**src/verilog/cdePkg.sv**
```systemverilog
`default_nettype none

package cdePkg;

    //////////////////////////////////////////////////////////////
    // Data path
    //////////////////////////////////////////////////////////////

    localparam int DATA_WIDTH       = 8;
    localparam int DIGIT_WIDTH      = 4;
    localparam int FIFO_DEPTH       = 8;
    localparam int FIFO_ADDR_WIDTH  = 3;
    localparam int FIFO_COUNT_WIDTH = FIFO_ADDR_WIDTH + 1;
    localparam int CURSOR_WIDTH     = 2;

    // Button order on the debounced vectors
    localparam int BTN_COUNT = 5;
    localparam int BTN_C     = 0;
    localparam int BTN_R     = 1;
    localparam int BTN_L     = 2;
    localparam int BTN_D     = 3;
    localparam int BTN_U     = 4;

    localparam int DEBOUNCE_CYCLES    = 20;
    localparam int DEBOUNCE_CNT_WIDTH = $clog2(DEBOUNCE_CYCLES);

    // 9600 baud from a 100 MHz clock, start + 8 data + stop
    localparam int CLKS_PER_BIT   = 10417;
    localparam int BAUD_CNT_WIDTH = $clog2(CLKS_PER_BIT);
    localparam int FRAME_BITS     = DATA_WIDTH + 2;
    localparam int BIT_CNT_WIDTH  = $clog2(FRAME_BITS);

    // Sequencer states
    localparam logic [1:0] SEQ_IDLE     = 2'd0;
    localparam logic [1:0] SEQ_WAIT_TX  = 2'd1;
    localparam logic [1:0] SEQ_START_TX = 2'd2;
    localparam logic [1:0] SEQ_WAIT_REL = 2'd3;

    // One FIFO word, filled as two digits and sent as a byte
    typedef union packed {
        struct packed {
            logic [DIGIT_WIDTH-1:0] hiDigit;
            logic [DIGIT_WIDTH-1:0] loDigit;
        } asDigits;
        struct packed {
            logic [DATA_WIDTH-1:0] dataByte;
        } asByte;
    } fifoWordT;

endpackage

`default_nettype wire

```
**src/verilog/cdeFifoIf.sv**
```systemverilog
`timescale 1ns/1ps
`default_nettype none

interface cdeFifoIf import cdePkg::*; ();

    // Strobes and data from the user side
    logic     push;
    fifoWordT pushWord;
    logic     pop;

    // Status from the storage side, head word shows ahead
    fifoWordT headWord;
    logic     empty;
    logic     full;

    modport store (
        input  push,
        input  pushWord,
        input  pop,
        output headWord,
        output empty,
        output full
    );

    modport user (
        output push,
        output pushWord,
        output pop,
        input  headWord,
        input  empty,
        input  full
    );

endinterface

`default_nettype wire

```
**src/verilog/buttonDebounce.sv**
```systemverilog
`timescale 1ns/1ps
`default_nettype none

module buttonDebounce import cdePkg::*; (
    input  logic                 clk,
    input  logic                 arstN,
    input  logic [BTN_COUNT-1:0] btn,
    output logic [BTN_COUNT-1:0] held,
    output logic [BTN_COUNT-1:0] pressed
);

    logic [BTN_COUNT-1:0]          btnMeta;
    logic [BTN_COUNT-1:0]          btnSync;
    logic [DEBOUNCE_CNT_WIDTH-1:0] stableCnt [BTN_COUNT];

    // Buttons are asynchronous to clk
    always_ff @(posedge clk or negedge arstN) begin
        if (!arstN) begin
            btnMeta <= '0;
            btnSync <= '0;
        end else begin
            btnMeta <= btn;
            btnSync <= btnMeta;
        end
    end

    // Count cycles the level differs from the accepted one
    always_ff @(posedge clk or negedge arstN) begin
        if (!arstN) begin
            held    <= '0;
            pressed <= '0;
            for (int i = 0; i < BTN_COUNT; i++) begin
                stableCnt[i] <= '0;
            end
        end else begin
            for (int i = 0; i < BTN_COUNT; i++) begin
                pressed[i] <= 1'b0;
                if (btnSync[i] == held[i]) begin
                    stableCnt[i] <= '0;
                end else if (stableCnt[i] == DEBOUNCE_CNT_WIDTH'(DEBOUNCE_CYCLES - 1)) begin
                    stableCnt[i] <= '0;
                    held[i]      <= btnSync[i];
                    // Pulse only on an accepted press
                    pressed[i]   <= btnSync[i];
                end else begin
                    stableCnt[i] <= stableCnt[i] + DEBOUNCE_CNT_WIDTH'(1);
                end
            end
        end
    end

endmodule

`default_nettype wire

```
**src/verilog/panelControl.sv**
```systemverilog
`timescale 1ns/1ps
`default_nettype none

module panelControl import cdePkg::*; (
    input  logic                    clk,
    input  logic                    arstN,
    input  logic [1:0]              sw,
    input  logic [BTN_COUNT-1:0]    pressed,
    output logic [CURSOR_WIDTH-1:0] cursor,
    output fifoWordT                digitWord,
    output logic [1:0]              mode,
    output logic [4:0]              modeLed
);

    logic sideB;
    logic loSelected;
    logic rdA;
    logic rdB;
    logic wrA;
    logic wrB;
    logic wrU;

    // Positions 2 and 3 belong to FIFO B
    assign sideB      = cursor[1];
    assign loSelected = !cursor[0];

    always_ff @(posedge clk or negedge arstN) begin
        if (!arstN) begin
            cursor <= '0;
        end else if (pressed[BTN_L]) begin
            cursor <= cursor + CURSOR_WIDTH'(1);
        end else if (pressed[BTN_R]) begin
            cursor <= cursor - CURSOR_WIDTH'(1);
        end
    end

    // Digits wrap modulo 16
    always_ff @(posedge clk or negedge arstN) begin
        if (!arstN) begin
            digitWord <= '0;
        end else if (pressed[BTN_U]) begin
            if (loSelected) begin
                digitWord.asDigits.loDigit <= digitWord.asDigits.loDigit + DIGIT_WIDTH'(1);
            end else begin
                digitWord.asDigits.hiDigit <= digitWord.asDigits.hiDigit + DIGIT_WIDTH'(1);
            end
        end else if (pressed[BTN_D]) begin
            if (loSelected) begin
                digitWord.asDigits.loDigit <= digitWord.asDigits.loDigit - DIGIT_WIDTH'(1);
            end else begin
                digitWord.asDigits.hiDigit <= digitWord.asDigits.hiDigit - DIGIT_WIDTH'(1);
            end
        end
    end

    // Mode LEDs straight from the switches and cursor side
    always_comb begin
        rdA = 1'b0;
        rdB = 1'b0;
        wrA = 1'b0;
        wrB = 1'b0;
        wrU = 1'b0;
        case (sw)
            2'b00: begin
                wrU = 1'b1;
                rdA = !sideB;
                rdB = sideB;
            end
            2'b01: begin
                wrA = 1'b1;
                rdB = sideB;
            end
            2'b10: begin
                wrB = 1'b1;
                rdA = !sideB;
            end
            default: begin
                wrA = !sideB;
                wrB = sideB;
            end
        endcase
    end

    assign mode    = sw;
    assign modeLed = {wrU, wrB, wrA, rdB, rdA};

endmodule

`default_nettype wire

```
**src/verilog/syncFifo.sv**
```systemverilog
`timescale 1ns/1ps
`default_nettype none

module syncFifo import cdePkg::*; (
    input logic     clk,
    input logic     arstN,
    cdeFifoIf.store port
);

    fifoWordT                    mem [FIFO_DEPTH];
    logic [FIFO_ADDR_WIDTH-1:0]  wrPtr;
    logic [FIFO_ADDR_WIDTH-1:0]  rdPtr;
    logic [FIFO_COUNT_WIDTH-1:0] count;

    always_ff @(posedge clk) begin
        if (port.push) begin
            mem[wrPtr] <= port.pushWord;
        end
    end

    always_ff @(posedge clk or negedge arstN) begin
        if (!arstN) begin
            wrPtr <= '0;
            rdPtr <= '0;
            count <= '0;
        end else begin
            if (port.push) begin
                wrPtr <= wrPtr + FIFO_ADDR_WIDTH'(1);
            end
            if (port.pop) begin
                rdPtr <= rdPtr + FIFO_ADDR_WIDTH'(1);
            end
            case ({port.push, port.pop})
                2'b10:   count <= count + FIFO_COUNT_WIDTH'(1);
                2'b01:   count <= count - FIFO_COUNT_WIDTH'(1);
                default: count <= count;
            endcase
        end
    end

    // Show-ahead read
    assign port.headWord = mem[rdPtr];
    assign port.empty    = (count == '0);
    assign port.full     = (count == FIFO_COUNT_WIDTH'(FIFO_DEPTH));

endmodule

`default_nettype wire

```
**src/verilog/transferSequencer.sv**
```systemverilog
`timescale 1ns/1ps
`default_nettype none

module transferSequencer import cdePkg::*; (
    input  logic                    clk,
    input  logic                    arstN,
    input  logic                    pressed,
    input  logic                    held,
    input  logic [1:0]              sw,
    input  logic [CURSOR_WIDTH-1:0] cursor,
    input  fifoWordT                digitWord,
    cdeFifoIf.user                  fifoA,
    cdeFifoIf.user                  fifoB,
    input  logic                    txBusy,
    output logic                    txStart,
    output logic [DATA_WIDTH-1:0]   txByte
);

    logic [1:0] state;
    logic       sideB;
    logic       sendFromB;
    fifoWordT   sendWord;
    logic       pushA;
    logic       pushB;
    logic       moveAB;
    logic       moveBA;
    logic       sendA;
    logic       sendB;

    //////////////////////////////////////////////////////////////
    // Action decode and gating
    //////////////////////////////////////////////////////////////

    assign sideB = cursor[1];

    always_comb begin
        pushA  = 1'b0;
        pushB  = 1'b0;
        moveAB = 1'b0;
        moveBA = 1'b0;
        sendA  = 1'b0;
        sendB  = 1'b0;
        case (sw)
            2'b00: begin
                sendA = !sideB && !fifoA.empty;
                sendB = sideB && !fifoB.empty;
            end
            2'b01: begin
                pushA  = !sideB && !fifoA.full;
                moveBA = sideB && !fifoB.empty && !fifoA.full;
            end
            2'b10: begin
                moveAB = !sideB && !fifoA.empty && !fifoB.full;
                pushB  = sideB && !fifoB.full;
            end
            default: begin
                pushA = !sideB && !fifoA.full;
                pushB = sideB && !fifoB.full;
            end
        endcase
    end

    assign sendWord = sendFromB ? fifoB.headWord : fifoA.headWord;

    //////////////////////////////////////////////////////////////
    // Sequencer FSM
    //////////////////////////////////////////////////////////////

    always_ff @(posedge clk or negedge arstN) begin
        if (!arstN) begin
            state      <= SEQ_IDLE;
            sendFromB  <= 1'b0;
            fifoA.push <= 1'b0;
            fifoA.pop  <= 1'b0;
            fifoB.push <= 1'b0;
            fifoB.pop  <= 1'b0;
            txStart    <= 1'b0;
        end else begin
            // Strobes last one cycle
            fifoA.push <= 1'b0;
            fifoA.pop  <= 1'b0;
            fifoB.push <= 1'b0;
            fifoB.pop  <= 1'b0;
            txStart    <= 1'b0;
            case (state)
                SEQ_IDLE: begin
                    if (pressed) begin
                        fifoA.push <= pushA || moveBA;
                        fifoA.pop  <= moveAB;
                        fifoB.push <= pushB || moveAB;
                        fifoB.pop  <= moveBA;
                        if (sendA || sendB) begin
                            sendFromB <= sendB;
                            state     <= SEQ_WAIT_TX;
                        end else begin
                            // Dropped actions also wait for release
                            state <= SEQ_WAIT_REL;
                        end
                    end
                end
                SEQ_WAIT_TX: begin
                    if (!txBusy) begin
                        txStart   <= 1'b1;
                        fifoA.pop <= !sendFromB;
                        fifoB.pop <= sendFromB;
                        state     <= SEQ_START_TX;
                    end
                end
                SEQ_START_TX: begin
                    state <= SEQ_WAIT_REL;
                end
                default: begin
                    if (!held) begin
                        state <= SEQ_IDLE;
                    end
                end
            endcase
        end
    end

    // Payload follows the decode, qualified by the strobes
    always_ff @(posedge clk) begin
        fifoA.pushWord <= moveBA ? fifoB.headWord : digitWord;
        fifoB.pushWord <= moveAB ? fifoA.headWord : digitWord;
        if (state == SEQ_WAIT_TX) begin
            txByte <= sendWord.asByte.dataByte;
        end
    end

endmodule

`default_nettype wire

```
**src/verilog/uartTx.sv**
```systemverilog
`timescale 1ns/1ps
`default_nettype none

module uartTx import cdePkg::*; (
    input  logic                  clk,
    input  logic                  arstN,
    input  logic                  txStart,
    input  logic [DATA_WIDTH-1:0] txByte,
    output logic                  txBusy,
    output logic                  tx
);

    logic [FRAME_BITS-1:0]     shiftReg;
    logic [BIT_CNT_WIDTH-1:0]  bitCnt;
    logic [BAUD_CNT_WIDTH-1:0] baudCnt;
    logic                      bitDone;

    assign bitDone = (baudCnt == BAUD_CNT_WIDTH'(CLKS_PER_BIT - 1));

    // Line idles high, LSB of the frame goes out first
    assign tx = shiftReg[0];

    always_ff @(posedge clk or negedge arstN) begin
        if (!arstN) begin
            shiftReg <= '1;
            bitCnt   <= '0;
            baudCnt  <= '0;
            txBusy   <= 1'b0;
        end else if (!txBusy) begin
            if (txStart) begin
                // Stop bit, data, start bit
                shiftReg <= {1'b1, txByte, 1'b0};
                bitCnt   <= '0;
                baudCnt  <= '0;
                txBusy   <= 1'b1;
            end
        end else if (bitDone) begin
            baudCnt  <= '0;
            shiftReg <= {1'b1, shiftReg[FRAME_BITS-1:1]};
            if (bitCnt == BIT_CNT_WIDTH'(FRAME_BITS - 1)) begin
                // End of stop bit
                txBusy <= 1'b0;
            end else begin
                bitCnt <= bitCnt + BIT_CNT_WIDTH'(1);
            end
        end else begin
            baudCnt <= baudCnt + BAUD_CNT_WIDTH'(1);
        end
    end

endmodule

`default_nettype wire

```
**src/verilog/cdeBoard.sv**
```systemverilog
`timescale 1ns/1ps
`default_nettype none

module cdeBoard import cdePkg::*; (
    input  logic       clk,
    input  logic       arstN,
    input  logic [1:0] sw,
    input  logic       btnU,
    input  logic       btnD,
    input  logic       btnL,
    input  logic       btnR,
    input  logic       btnC,
    output logic [9:0] led,
    output logic       tx
);

    logic [BTN_COUNT-1:0]    held;
    logic [BTN_COUNT-1:0]    pressed;
    logic [CURSOR_WIDTH-1:0] cursor;
    fifoWordT                digitWord;
    logic [1:0]              mode;
    logic [4:0]              modeLed;
    logic                    txStart;
    logic [DATA_WIDTH-1:0]   txByte;
    logic                    txBusy;

    cdeFifoIf fifoA ();
    cdeFifoIf fifoB ();

    //////////////////////////////////////////////////////////////
    // Buttons and panel
    //////////////////////////////////////////////////////////////

    buttonDebounce buttonDebounce_inst (
        .clk     (clk),
        .arstN   (arstN),
        .btn     ({btnU, btnD, btnL, btnR, btnC}),
        .held    (held),
        .pressed (pressed)
    );

    panelControl panelControl_inst (
        .clk       (clk),
        .arstN     (arstN),
        .sw        (sw),
        .pressed   (pressed),
        .cursor    (cursor),
        .digitWord (digitWord),
        .mode      (mode),
        .modeLed   (modeLed)
    );

    //////////////////////////////////////////////////////////////
    // FIFOs, sequencer and UART
    //////////////////////////////////////////////////////////////

    syncFifo syncFifoA_inst (.clk(clk), .arstN(arstN), .port(fifoA.store));
    syncFifo syncFifoB_inst (.clk(clk), .arstN(arstN), .port(fifoB.store));

    transferSequencer transferSequencer_inst (
        .clk       (clk),
        .arstN     (arstN),
        .pressed   (pressed[BTN_C]),
        .held      (held[BTN_C]),
        .sw        (mode),
        .cursor    (cursor),
        .digitWord (digitWord),
        .fifoA     (fifoA.user),
        .fifoB     (fifoB.user),
        .txBusy    (txBusy),
        .txStart   (txStart),
        .txByte    (txByte)
    );

    uartTx uartTx_inst (
        .clk     (clk),
        .arstN   (arstN),
        .txStart (txStart),
        .txByte  (txByte),
        .txBusy  (txBusy),
        .tx      (tx)
    );

    // Status LEDs
    assign led[4:0] = modeLed;
    assign led[5]   = txBusy;
    assign led[6]   = fifoA.empty;
    assign led[7]   = fifoA.full;
    assign led[8]   = fifoB.empty;
    assign led[9]   = fifoB.full;

endmodule

`default_nettype wire

```
**config.mk**
```make
export PLATFORM = sky130hd
export DESIGN_NAME = cdeBoard
export DESIGN_NICKNAME = d
export VERILOG_FILES = /design/src/verilog/cdePkg.sv /design/src/verilog/cdeFifoIf.sv /design/src/verilog/buttonDebounce.sv /design/src/verilog/panelControl.sv /design/src/verilog/syncFifo.sv /design/src/verilog/transferSequencer.sv /design/src/verilog/uartTx.sv /design/src/verilog/cdeBoard.sv
export SDC_FILE = /design/constraint.sdc
export NUM_CORES = 1
export LEC_CHECK = 0
export BUFFER_PORTS_ARGS = -buffer_cell sky130_fd_sc_hd__buf_2
export CAP_MARGIN = 20
export CORE_ASPECT_RATIO = 1.1
export CORE_MARGIN = 2
export CORE_UTILIZATION = 50
export CTS_CLUSTER_DIAMETER = 30
export DETAILED_ROUTE_END_ITERATION = 6
export GPL_ROUTABILITY_DRIVEN = 0
export PLACE_DENSITY = 0.66
export SLEW_MARGIN = 5
export SYNTH_ARGS = -nofsm -noshare
export SYNTH_HDL_FRONTEND = slang
export SYNTH_SLANG_ARGS = --single-unit
export TNS_END_PERCENT = 100
```
**constraint.sdc**
```tcl
create_clock -name clk -period 6.6 [get_ports clk]
set_clock_uncertainty 0.2 [all_clocks]
set_input_delay 1.32 -clock clk [delete_from_list [all_inputs] [get_ports clk]]
set_output_delay 1.32 -clock clk [all_outputs]
set_load 0.02 [all_outputs]
```
* Yosys cells after proc, flatten, opt, wreduce, memory -nomap -nowiden
Memory sizes are Yosys's and may differ from the RTL's. Cells that the tools add are included.
Storage, ports and cells: register bits 136, bits in latches 0, RAM bits 128, ROM bits 0, input port bits 9, output and inout bits 11, logic and storage cells 208, memories kept 2
Cells by class: add/subtract/negate cells 21, $mul 0, divide/modulo/power cells 0, $lt $le $gt $ge 0, equality and inequality tests 27, shift-type cells 0, muxes and demuxes 79, bitwise operators 6, reductions and logical operators 37
Memory list:
- syncFifoA_inst.mem | depth 8, width 8, read ports 1, clocked after Yosys merged registers in 0, wr ports 1, line syncFifo.sv:10 | fifoWordT mem [FIFO_DEPTH];
- syncFifoB_inst.mem | depth 8, width 8, read ports 1, clocked after Yosys merged registers in 0, wr ports 1, line syncFifo.sv:10
Operators by type and width (number):
- $mux 5 | 10
- $mux 14 | 3
- $mux 8 | 5
- $mux 1 | 37
- $mux 4 | 8
- $mux 10 | 3
- $add 5x1->5 const B | 5
- $eq 5x5->1 const B | 5
- $add 4x1->4 const B | 5
- $pmux 4 s2 | 2
- $reduce_and 2->1 | 8
- $sub 4x1->4 const B | 4
- $add 14x1->14 const B | 1
- $eq 14x14->1 const B | 1
- $add 3x1->3 const B | 4
- $eq 4x4->1 const B | 3
- $mux 2 | 6
- $reduce_bool 2->1 | 5
- $reduce_and 3->1 | 3
- $eq 2x1->1 const B | 4
- $eq 2x2->1 const B | 4
- $logic_not 4->1 | 2
- $ne 2x2->1 const B | 4
- $pmux 1 s2 | 4
- other kinds (11) | 34

* Logic depth before layout (Yosys ltp)
Gate-level depths: netlist (run 1).
depth after elaboration 8, depth in mapped cells 7, depth with buffers taken out 7

* Hierarchy
A second synthesis (run 1) with hierarchy kept.
Second synthesis, totals: cell total of the unflattened synthesis 764, area total of the unflattened synthesis 11463.5 um^2
By module, submodules not included:
- syncFifo | times used 2, cells an instance 148, area each 3032.9 um^2, seq. area each 2172.1 um^2
- buttonDebounce | times used 1, cells an instance 133, area each 1786.7 um^2, seq. area each 1126.1 um^2
- uartTx | times used 1, cells an instance 178, area each 1589.0 um^2, seq. area each 711.9 um^2
- transferSequencer | times used 1, cells an instance 92, area each 1326.3 um^2, seq. area each 760.7 um^2
- panelControl | times used 1, cells an instance 60, area each 658.1 um^2, seq. area each 250.2 um^2
- cdeBoard | times used 1, cells an instance 5, area each 37.5 um^2, seq. area each 0.0 um^2

* Worst setup path after synthesis (run 1)
No wires, ideal clock.
kind input-to-output, start point input port sw[1], end point output port led[4], data arrival time 1.806 ns, data required time 5.080 ns, setup slack 3.274 ns, cell stages on the path 3, buffers on the path 1, path through or2_2 > inv_1 > buf_4
On the way: longest elaborated chain between the ends 2
RTL lines:
- from (decl) | line cdeBoard.sv:7 | input logic [1:0] sw,
- $logic_not 2->1 | line panelControl.sv:63 | case (sw)
- $mux 1 | line panelControl.sv:63
- to (decl) | line cdeBoard.sv:13 | output logic [9:0] led,
No other way between the ends.

* Worst setup path in the final report (run 1)
Same ends and word-level chain as after synthesis.

==> metrics, run 1 <==
MaxCap Viol Count=0; unique cell type count in the Yosys netlist=54; Longest Clk Path Bufs=3; drt via density=5.45; clock sinks=263; io pins=20; CTS tree=done; gr ovfl total=0; 1st-iter DRT viols=318; worst-path maximum fanout=7; Die Width=146 µm; drt pass-1 iters=5; R2R setup slack=4.04 ns; CTS HTree Levels=2; CTS Buf Count=47; Leakage=5.25 nW; multi-input logic area=0.00363 mm²; FF-to-FF path depth=4; Hold Path Stages=0; syn avg cell area=14.2 µm²; clk root buf=clkbuf_16; PostCTS Resize Cnt=0; Clk Latency, worst-skew pair=0.55 ns; Ys Warns=0; worst path arrival time=2.01 ns; cell count after synthesis=781; Die Y=160 µm; antenna-violating nets left=0; Setup Viol. Count Final=0; sequential-to-total area share from yosys stat=0.649; Period minus WS final=3.53 ns; critical path startpoint category=input port; max-slew violations=0; Port Buffers=19; die area=0.0234 mm²; total power=5.18 mW; Fin Setup TNS=0 ns; Min-Delay Startpoint=buttonDebounce_inst.btnMeta[3]$_DFF_PN0_; number of global-route vias before repair=6,597; Hold EP=buttonDebounce_inst.btnSync[3]$_DFF_PN0_; RSZ-0062 raised after global routing=no; hpwl dp=13.2 mm; gr usage total=0.179; Pwr Density=396 mW/mm²; peak supply drop=0.222 mV; Syn-to-layout area delta=18.0%; WP data required=5.08 ns; R2R Path End=uartTx_inst.baudCnt[12]$_DFFE_PN0P_; largest net degree at the start of global routing=59; worst min path class=reg2reg; asr flop ratio synth=0.422; Clock transition at path regs=0.04 ns; worst-margin pin slew=0.880 ns; Synth Register Bits=263; Register Area=0.00719 mm²; total core area=0.0219 mm²; outcome=finished clean; Max Clk Rate=283 MHz; wire length per cell=17.5 µm; period utilization=0.535; global-route wire length before repair=33.5 mm; Slew HR=0.413; fillers=1,617; kind of critical path=in2out; ys flop type=edfxtp_1; Remaining DRCs=0; Initial Utilization=0.506; mapped cell area=0.0111 mm²; Post-CTS Setup Repair Bufs=0; ant diodes=0; initial antenna violation count=0; routed wire length=20.2 mm; CP Capture Type=output pin; # nets final=862; Post-Syn Nets=821; CTS Hold Bufs=0; Vias=6,300; r2r startpoint=uartTx_inst.baudCnt[10]$_DFFE_PN0P_; Final Hold Fails=0; post-layout util=0.597; layout cells sized above 1=0.210; EDFF count, synth=136; row count=57
-- Yosys cell counts (all sizes together), types with 2 or more instances --
library cell	instances	area share
edfxtp	136	0.37
dfrtp	102	0.23
nor2	68	0.023
nand2	57	0.019
mux4	32	0.065
a21oi	31	0.014
nand3	28	0.013
ha	27	0.030
mux2	27	0.027
clkbuf	24	0.0081
xor2	22	0.017
inv	21	0.0071
xnor2	20	0.016
a31oi	19	0.011
dfxtp	16	0.029
mux2i	16	0.014
o21ai	15	0.0068
buf	12	0.0077
nor2b	10	0.0056
dfstp	9	0.021
and3	8	0.0045
nand2b	8	0.0045
a211oi	7	0.0047
nor3b	7	0.0047
nor3	6	0.0032
a21o	5	0.0034
a41oi	4	0.0032
and2	4	0.0023
fa	4	0.0072
o31ai	4	0.0027
nor4	3	0.0017
or4	3	0.0027
a32o	2	0.0018
nand4	2	0.0011
nor4b	2	0.0016
o211ai	2	0.0014
o311ai	2	0.0016
o41ai	2	0.0016
or2	2	0.0011
-- metal layers --
layer,up-vias,global-route usage,part of all wire
met4,0,0.0593,0.018
met5,-,0,0
li1,2972,-,-
met3,30,0.0406,0.041
met2,124,0.309,0.52
met1,3174,0.225,0.42
-- worst max-delay path, cell delays in order --
cell and delay (ns):
buf_2 0.14, or2_2 0.34, inv_1 0.06, buf_2 0.15
-- how the worst max path moves through the flow --
stage                     startpoint     end  slack, ns  depth (start not counted)
after detailed placement       sw[1]  led[4]       3.07                          4
after global routing           sw[1]  led[4]       3.04                          4
after floorplan                sw[1]  led[4]       3.27                          3
after CTS                      sw[1]  led[4]       3.07                          4
final                          sw[1]  led[4]       3.07                          4
after global placement         sw[1]  led[4]       3.08                          4
-- power breakdown --
| group | switching, mW | internal (mW) |
|---|---|---|
| Clock | 0.812 | 1.53 |
| Sequential | 0.200 | 1.89 |
| Combinational | 0.369 | 0.380 |
-- state kept, by name (all words and copies together) (netlist names), 2 cells and up --
signal	cells
buttonDebounce_inst.stableCnt	25
buttonDebounce_inst.btnSync	5
transferSequencer_inst.txByte	8
buttonDebounce_inst.pressed	5
syncFifoA_inst.mem	64
buttonDebounce_inst.held	5
syncFifoB_inst.wrPtr	3
uartTx_inst.shiftReg	9
uartTx_inst.baudCnt	14
transferSequencer_inst.fifoA.pushWord	8
panelControl_inst.cursor	2
panelControl_inst.digitWord	8
syncFifoA_inst.count	4
syncFifoA_inst.rdPtr	3
transferSequencer_inst.state	2
transferSequencer_inst.fifoB.pushWord	8
syncFifoB_inst.mem	64
syncFifoA_inst.wrPtr	3
syncFifoB_inst.count	4
buttonDebounce_inst.btnMeta	5
uartTx_inst.bitCnt	4
syncFifoB_inst.rdPtr	3
-- cell usage in the layout, fill, tap and decap left out, drive strengths merged, types with 3 or more instances in the layout --
cell	n
nand2	57
nor3b	7
xor2	22
mux2	27
nor3	6
mux2i	16
or4	3
clkbuf	62
clkinvlp	4
xnor2	20
a31oi	19
o31ai	4
fa	4
dfstp	9
o21ai	15
a211oi	7
and2	4
and3	8
bufinv	3
edfxtp	136
mux4	32
a21o	5
inv	26
ha	27
nand3	28
nor4	3
a41oi	4
a21oi	31
nand2b	8
dfxtp	16
nor2b	10
nor2	68
clkinv	13
dfrtp	102
buf	28
-- layout make-up --
cell class | count | area share
Tap cell | 295 | 0.0282
Inverter | 21 | 0.00603
Multi-Input combinational cell | 461 | 0.278
Sequential cell | 263 | 0.550
Clock buffer | 62 | 0.101
Timing Repair Buffer | 28 | 0.0157
Clock inverter | 25 | 0.0212
-- through the flow --
stage / setup WS [ns] / area, µm² / hold slack, ns / std cells
after floorplan: 3.27 / 11100 / 0.131 / 781
after global placement: 3.08 / 11400 / 0.139 / 1066
after detailed placement: 3.07 / 11400 / 0.140 / 1066
after CTS: 3.07 / 13000 / 0.152 / 1153
after global routing: 3.04 / 13100 / 0.160 / 1155
final: 3.07 / 13100 / 0.150 / 1155
-- kinds of logic after synthesis --
| family | Yosys count | share of synthesized area |
|---|---|---|
| compound gates | 102 | 0.0596 |
| xor+xnor | 42 | 0.0332 |
| fa+ha+maj | 31 | 0.0377 |
| buf+inv | 57 | 0.0229 |
| flops | 263 | 0.649 |
| mux | 75 | 0.107 |
| simple gates | 211 | 0.0905 |
No activity file was read; power rests on OpenSTA's default activity.
==> run 2: changes to the inputs <==
--- a/config.mk
+++ b/config.mk
@@ -5,6 +5,7 @@
 export SDC_FILE = /design/constraint.sdc
 export NUM_CORES = 1
 export LEC_CHECK = 0
+export ABC_AREA = 1
 export BUFFER_PORTS_ARGS = -buffer_cell sky130_fd_sc_hd__buf_2
 export CAP_MARGIN = 20
 export CORE_ASPECT_RATIO = 1.1
==> constraint.sdc (replaced) <==
create_clock -name clk -period 3.6 [get_ports clk]
set_clock_uncertainty 0.2 [all_clocks]
set_input_delay 0.72 -clock clk [delete_from_list [all_inputs] [get_ports clk]]
set_output_delay 0.72 -clock clk [all_outputs]
set_load 0.02 [all_outputs]
==> metrics, run 2 <==
EDFF count, synth=136 (unchanged); global-route wire length before repair=38.3 mm (+14%); max-slew violations=0 (unchanged); Setup Viol. Count Final=0 (unchanged); CTS tree=done; DP Worst Slack=1.44 ns (-1.63 ns); Die Width=149 µm (+1.8%); Die Y=163 µm (+1.8%); r2r startpoint=syncFifoB_inst.rdPtr[0]$_DFFE_PN0P_; kind of critical path=reg2out; most frequent cell after synthesis=nand2_1; post-layout util=0.596 (-0.000939); WP data required=2.68 ns (-2.40 ns); routed wire length=22.8 mm (+13%); cell count after synthesis=1,143 (+46%); Fin Setup TNS=0 ns (unchanged); RSZ-0062 raised after global routing=no; largest net degree at the start of global routing=63 (+6.8%); CTS Hold Bufs=0 (unchanged); worst setup margin=1.12 ns (-1.95 ns); Syn-to-layout area delta=17.7%; Clk Latency, worst-skew pair=0.54 ns (about the same); clock sinks=263 (unchanged); Clk pwr share=0.473 (+0.021); initial antenna violation count=0 (unchanged); Synth top cells by count=nand2_1, nor2_1, edfxtp_1; ys flop type=edfxtp_1; Pwr Density=730 mW/mm² (+84%); most frequent cells in the layout=nand2_1, nor2_1, edfxtp_1; Leakage=5.77 nW (+9.8%); Setup crit start=syncFifoB_inst.count[1]$_DFFE_PN0P_; Remaining DRCs=0 (unchanged); unique cell type count in the Yosys netlist=36 (-33%); Comb power frac=0.143 (-0.002); PostCTS Resize Cnt=0 (unchanged); layout cells sized above 1=0.126 (-0.0844); sequential-to-total area share from yosys stat=0.625 (-0.0237); worst path arrival time=1.56 ns (-0.45 ns); most common cell after layout, fill and taps aside=nand2_1; Final Hold Fails=0 (unchanged); CTS HTree Levels=2 (unchanged); hpwl dp=15.0 mm (+13%); mapped cell area=0.0115 mm² (+3.8%); Post-CTS Setup Repair Bufs=0 (unchanged); total power=9.88 mW (+91%); Post-Syn Nets=1,183 (+44%); Switching Share=0.275 (+0.00873); DP Area=0.0118 mm² (+3.4%); wire length per cell=15.0 µm (-14%); Yosys top cell area share=0.355 (-0.0134); Period minus WS final=2.48 ns; sequential group share of total power=0.384 (-0.019); sw power=2.72 mW (+97%); 1st-iter DRT viols=520 (+64%); final instance area=0.0135 mm² (+3.6%); Longest Clk Path Bufs=3 (unchanged); drt via density=5.05 (-7.5%); CTS Buf Count=49 (+4.3%); worst-path maximum fanout=4 (-3); period utilization=0.689; Synth Register Bits=263 (unchanged); fin cells=1,522 (+32%); Area contributors post-synth=edfxtp_1, dfrtp_1, nand2_1, nor2_1, ha_1; multi-input logic area=0.00378 mm² (+4.0%); Vias=7,683 (+22%); worst-margin pin slew=1.04 ns (+0.157 ns); Port Buffers=19 (unchanged); Slew HR=0.306 (-0.107); Placed Instances=1,431 (+34%); peak supply drop=0.412 mV (+85%); worst min path class=in2async; gr usage total=0.198 (+0.0191); Register Area=0.00719 mm² (unchanged); MaxCap Viol Count=0 (unchanged); syn avg cell area=10.1 µm² (-29%); Hold Slack=0.0463 ns (-0.103 ns); outcome=finished clean; asr flop ratio synth=0.422 (unchanged); largest area contributor in the netlist=edfxtp_1; die area=0.0242 mm² (+3.7%); antenna-violating nets left=0 (unchanged); ant diodes=0 (unchanged); # nets final=1,222 (+42%); critical path startpoint category=flop; Largest regs=syncFifoA_inst.mem (64), syncFifoB_inst.mem (64), buttonDebounce_inst.stableCnt (25); clk root buf=clkbuf_16; io pins=20 (unchanged); row count=58 (+1.8%); fillers=1,848 (+14%); Int Power=7.16 mW (+88%); drt pass-1 iters=5 (unchanged); number of global-route vias before repair=7,839 (+19%); Initial Utilization=0.506 (about the same); total core area=0.0227 mm² (+3.7%); Clock transition at path regs=0.05 ns (about the same); Max Clk Rate=403 MHz; CP Capture Type=output pin; Ys Warns=0 (unchanged); gr ovfl total=0 (unchanged)
-- run 2: layer usage --
layer  GRT usage  vias to the layer above  share of wire  routed length, µm
li1            -                     3821              -                  -
met1       0.259                     3661           0.44              10100
met2       0.339                      161           0.49              11200
met3      0.0358                       40          0.046               1040
met4      0.0636                        0          0.020                462
met5           0                        -              0                  0
-- run 2: worst max-delay path: stages (launching register included) --
cell and delay [ns]:
dfrtp_1 0.41, nor2_1 0.15, nand3_1 0.09, inv_1 0.17, buf_2 0.20
-- run 2: final cells by class --
| cell class | count | share of cell area |
|---|---|---|
| sequential | 263 | 0.531 |
| multi-input combinational | 760 | 0.279 |
| clock buffer | 57 | 0.0928 |
| clock inverter | 34 | 0.0342 |
| tap | 300 | 0.0277 |
| inverter | 82 | 0.0228 |
| timing repair buffer | 26 | 0.0120 |
-- run 2: path summary, 6_finish.rpt --
kind / to / slack, ns / cells after the start
worst min register to register: buttonDebounce_inst.btnSync[0]$_DFF_PN0_ / 0.15 / 0
worst min-delay path: transferSequencer_inst.fifoA.pop$_DFF_PN0_ / 0.05 / 1
worst max register to register: transferSequencer_inst.txByte[0]$_DFFE_PP_ / 1.48 / 7
max in group asynchronous: syncFifoB_inst.wrPtr[2]$_DFFE_PN0P_ / 2.40 / 2
worst max-delay path: led[9] / 1.12 / 4
min in group clk: buttonDebounce_inst.btnMeta[0]$_DFF_PN0_ / 0.08 / 1
-- run 2: logic make-up after synthesis --
group / synth area share
flops: 0.625
xor+xnor: 0.0320
compound gates: 0.0582
fa+ha+maj: 0.0363
mux: 0.00609
simple gates: 0.196
buf+inv: 0.0459
-- run 2: power by group through the flow --
stage | combinational (mW) | sequential (mW) | clock (mW)
2_1_floorplan | 1.15 | 3.70 | 0
3_3_place_gp | 1.39 | 3.83 | 0
3_5_place_dp | 1.42 | 3.84 | 0
4_1_cts | 1.43 | 3.79 | 4.75
5_1_grt | 1.62 | 3.83 | 4.90
6_report | 1.42 | 3.79 | 4.67
==> run 3: changes to the inputs <==
--- a/config.mk
+++ b/config.mk
@@ -14,7 +14,7 @@
 export CTS_CLUSTER_DIAMETER = 30
 export DETAILED_ROUTE_END_ITERATION = 6
 export GPL_ROUTABILITY_DRIVEN = 0
-export PLACE_DENSITY = 0.66
+export PLACE_DENSITY = 0.68
 export SLEW_MARGIN = 5
 export SYNTH_ARGS = -nofsm -noshare
 export SYNTH_HDL_FRONTEND = slang
==> constraint.sdc (replaced) <==
create_clock -name clk -period 2.25 [get_ports clk]
set_clock_uncertainty 0.2 [all_clocks]
set_input_delay 0.45 -clock clk [delete_from_list [all_inputs] [get_ports clk]]
set_output_delay 0.45 -clock clk [all_outputs]
set_load 0.02 [all_outputs]
==> metrics, run 3 (synthesized netlist as in run 2, its figures left out) <==
slowest CP cell=dfrtp_1; CTS tree=done; initial antenna violation count=0 (unchanged); clock sinks=263 (unchanged); Fin Setup TNS=0 ns (unchanged); Max Clk Rate=458 MHz; CP Capture Type=output pin; Leakage=5.99 nW (+3.8%); critical path startpoint category=flop; period utilization=0.970; 1st-iter DRT viols=460 (-12%); Clk Latency, worst-skew pair=0.55 ns (about the same); worst setup margin=0.0669 ns (-1.05 ns); ant diodes=0 (unchanged); Syn-to-layout area delta=21.3%; Switching Share=0.272 (-0.00272); drt via density=5.06 (+0.26%); Slew HR=0.649 (+0.342); Die Y=163 µm (unchanged); Die Width=149 µm (unchanged); peak supply drop=0.812 mV (+97%); MaxCap Viol Count=0 (unchanged); max-slew violations=0 (unchanged); gr ovfl total=0 (unchanged); WP data required=1.60 ns (-1.08 ns); die area=0.0242 mm² (unchanged); Worst path max stage delay=0.42 ns (about the same); hpwl dp=15.1 mm (+1.1%); met2 GRT Util=0.343 (+0.00463); sw power=4.47 mW (+64%); Period minus WS final=2.18 ns; CTS Buf Count=50 (+2.0%); worst-path maximum fanout=4 (unchanged); worst min path class=in2reg; row count=58 (unchanged); Initial Utilization=0.506 (unchanged); gr usage total=0.203 (+0.00504); layout cells sized above 1=0.152 (+0.0257); most frequent cells in the layout=nand2_1, nor2_1, edfxtp_1; antenna-violating nets left=0 (unchanged); CP delay by family, top=flip-flops; M3 GR Usage=0.0369 (+0.00112); Comb power frac=0.144 (about the same); Largest regs=syncFifoA_inst.mem (64), syncFifoB_inst.mem (64), buttonDebounce_inst.stableCnt (25); most common cell after layout, fill and taps aside=nand2_1; Setup Viol. Count Final=0 (unchanged); outcome=finished clean; Port Buffers=19 (unchanged); number of global-route vias before repair=7,906 (+0.85%); Int Power=11.9 mW (+67%); # nets final=1,251 (+2.4%); Remaining DRCs=0 (unchanged); CTS HTree Levels=2 (unchanged); sequential group share of total power=0.365 (-0.019); CP bufs+invs=2 (unchanged); routed wire length=23.3 mm (+2.3%); RSZ-0062 raised after global routing=yes; clk root buf=clkbuf_16; global-route wire length before repair=38.9 mm (+1.6%); wire length per cell=15.0 µm (+0.28%); worst-path cell chain=nor2_2 -> nand3_1 -> inv_2 -> buf_2; Clock transition at path regs=0.05 ns (about the same); total core area=0.0227 mm² (unchanged); largest net degree at the start of global routing=51 (-19%); Pwr Density=1180 mW/mm² (+61%); Final Hold Fails=0 (unchanged); Longest Clk Path Bufs=3 (unchanged); io pins=20 (unchanged); Clk pwr share=0.491 (+0.018); Vias=7,855 (+2.2%); kind of critical path=reg2out; worst path arrival time=1.53 ns (-0.03 ns); grt met1 use=0.254 (-0.00503); gr busiest metal=met2; worst-margin pin slew=0.526 ns (-0.511 ns); DP Worst Slack=0.188 ns (-1.26 ns); drt pass-1 iters=4 (-1)
[run 3: path summary, 6_finish.rpt]
check                                                          from                                     endpoint  slack, ns  cells after the start
max                             syncFifoB_inst.count[0]$_DFFE_PN0P_                                       led[9]       0.07                      4
max reg2reg                     syncFifoB_inst.rdPtr[0]$_DFFE_PN0P_   transferSequencer_inst.txByte[6]$_DFFE_PP_       0.21                      7
max in group asynchronous                                     arstN     buttonDebounce_inst.pressed[4]$_DFF_PN0_       0.99                      3
min                                                           sw[0]  transferSequencer_inst.fifoA.push$_DFF_PN0_       0.05                      3
min in group asynchronous                                     arstN          syncFifoB_inst.rdPtr[0]$_DFFE_PN0P_       0.23                      2
min reg2reg                buttonDebounce_inst.btnMeta[1]$_DFF_PN0_     buttonDebounce_inst.btnSync[1]$_DFF_PN0_       0.14                      0
[run 3: worst reg2reg max path, delay by kind of cell, from the launching register on]
| family | cells | cell delay [ns] |
|---|---|---|
| flip-flops | 1 | 0.57 |
| AND/OR/NAND/NOR | 5 | 0.42 |
| buffers and inverters | 1 | 0.33 |
| AO/OA/AOI/OAI | 1 | 0.25 |
[run 3: cell type report]
| class | count | area (µm²) |
|---|---|---|
| Clock buffer | 58 | 1340 |
| Clock inverter | 35 | 508 |
| Fill cell | 1799 | 8760 |
| Inverter | 82 | 309 |
| Multi-Input combinational cell | 760 | 3790 |
| Sequential cell | 263 | 7190 |
| Tap cell | 300 | 375 |
| Timing Repair Buffer | 54 | 425 |
[run 3: routing by layer]
layer / vias to the layer above / wire, µm / share of wire
met5: - / 0 / 0
met2: 220 / 11300 / 0.48
li1: 3888 / - / -
met3: 63 / 1180 / 0.050
met4: 0 / 887 / 0.038
met1: 3684 / 9970 / 0.43
[run 3: timing repair]
action,CTS,global route
hold buffers,6,0
pin swaps,0,1
endpoints found under the setup margin,1,6
hold endpoints to repair,37,0
setup buffers,0,1
resized for setup,1,5
[run 3: metrics by stage]
| stage | utilization | cell area [µm²] | instances | hold slack [ns] | total power, mW |
|---|---|---|---|---|---|
| 3_5_place_dp | 0.529 | 12000 | 1452 | 0.137 | 8.42 |
| 2_1_floorplan | - | 11500 | 1143 | -0.0456 | 7.76 |
| 4_1_cts | 0.613 | 13900 | 1551 | 0.0434 | 16.5 |
| 3_3_place_gp | 0.529 | 12000 | 1452 | 0.133 | 8.36 |
| 5_1_grt | 0.614 | 13900 | 1552 | 0.0568 | 17.1 |
| 6_report | 0.614 | 13900 | 1552 | 0.0465 | 16.4 |
[run 3: power by group through the flow]
stage | registers (mW) | logic, mW | clock network, mW
finish | 5.99 | 2.36 | 8.05
CTS | 5.99 | 2.39 | 8.17
detailed placement | 6.07 | 2.35 | 0
floorplan | 5.92 | 1.84 | 0
global route | 6.05 | 2.69 | 8.41
global placement | 6.06 | 2.30 | 0
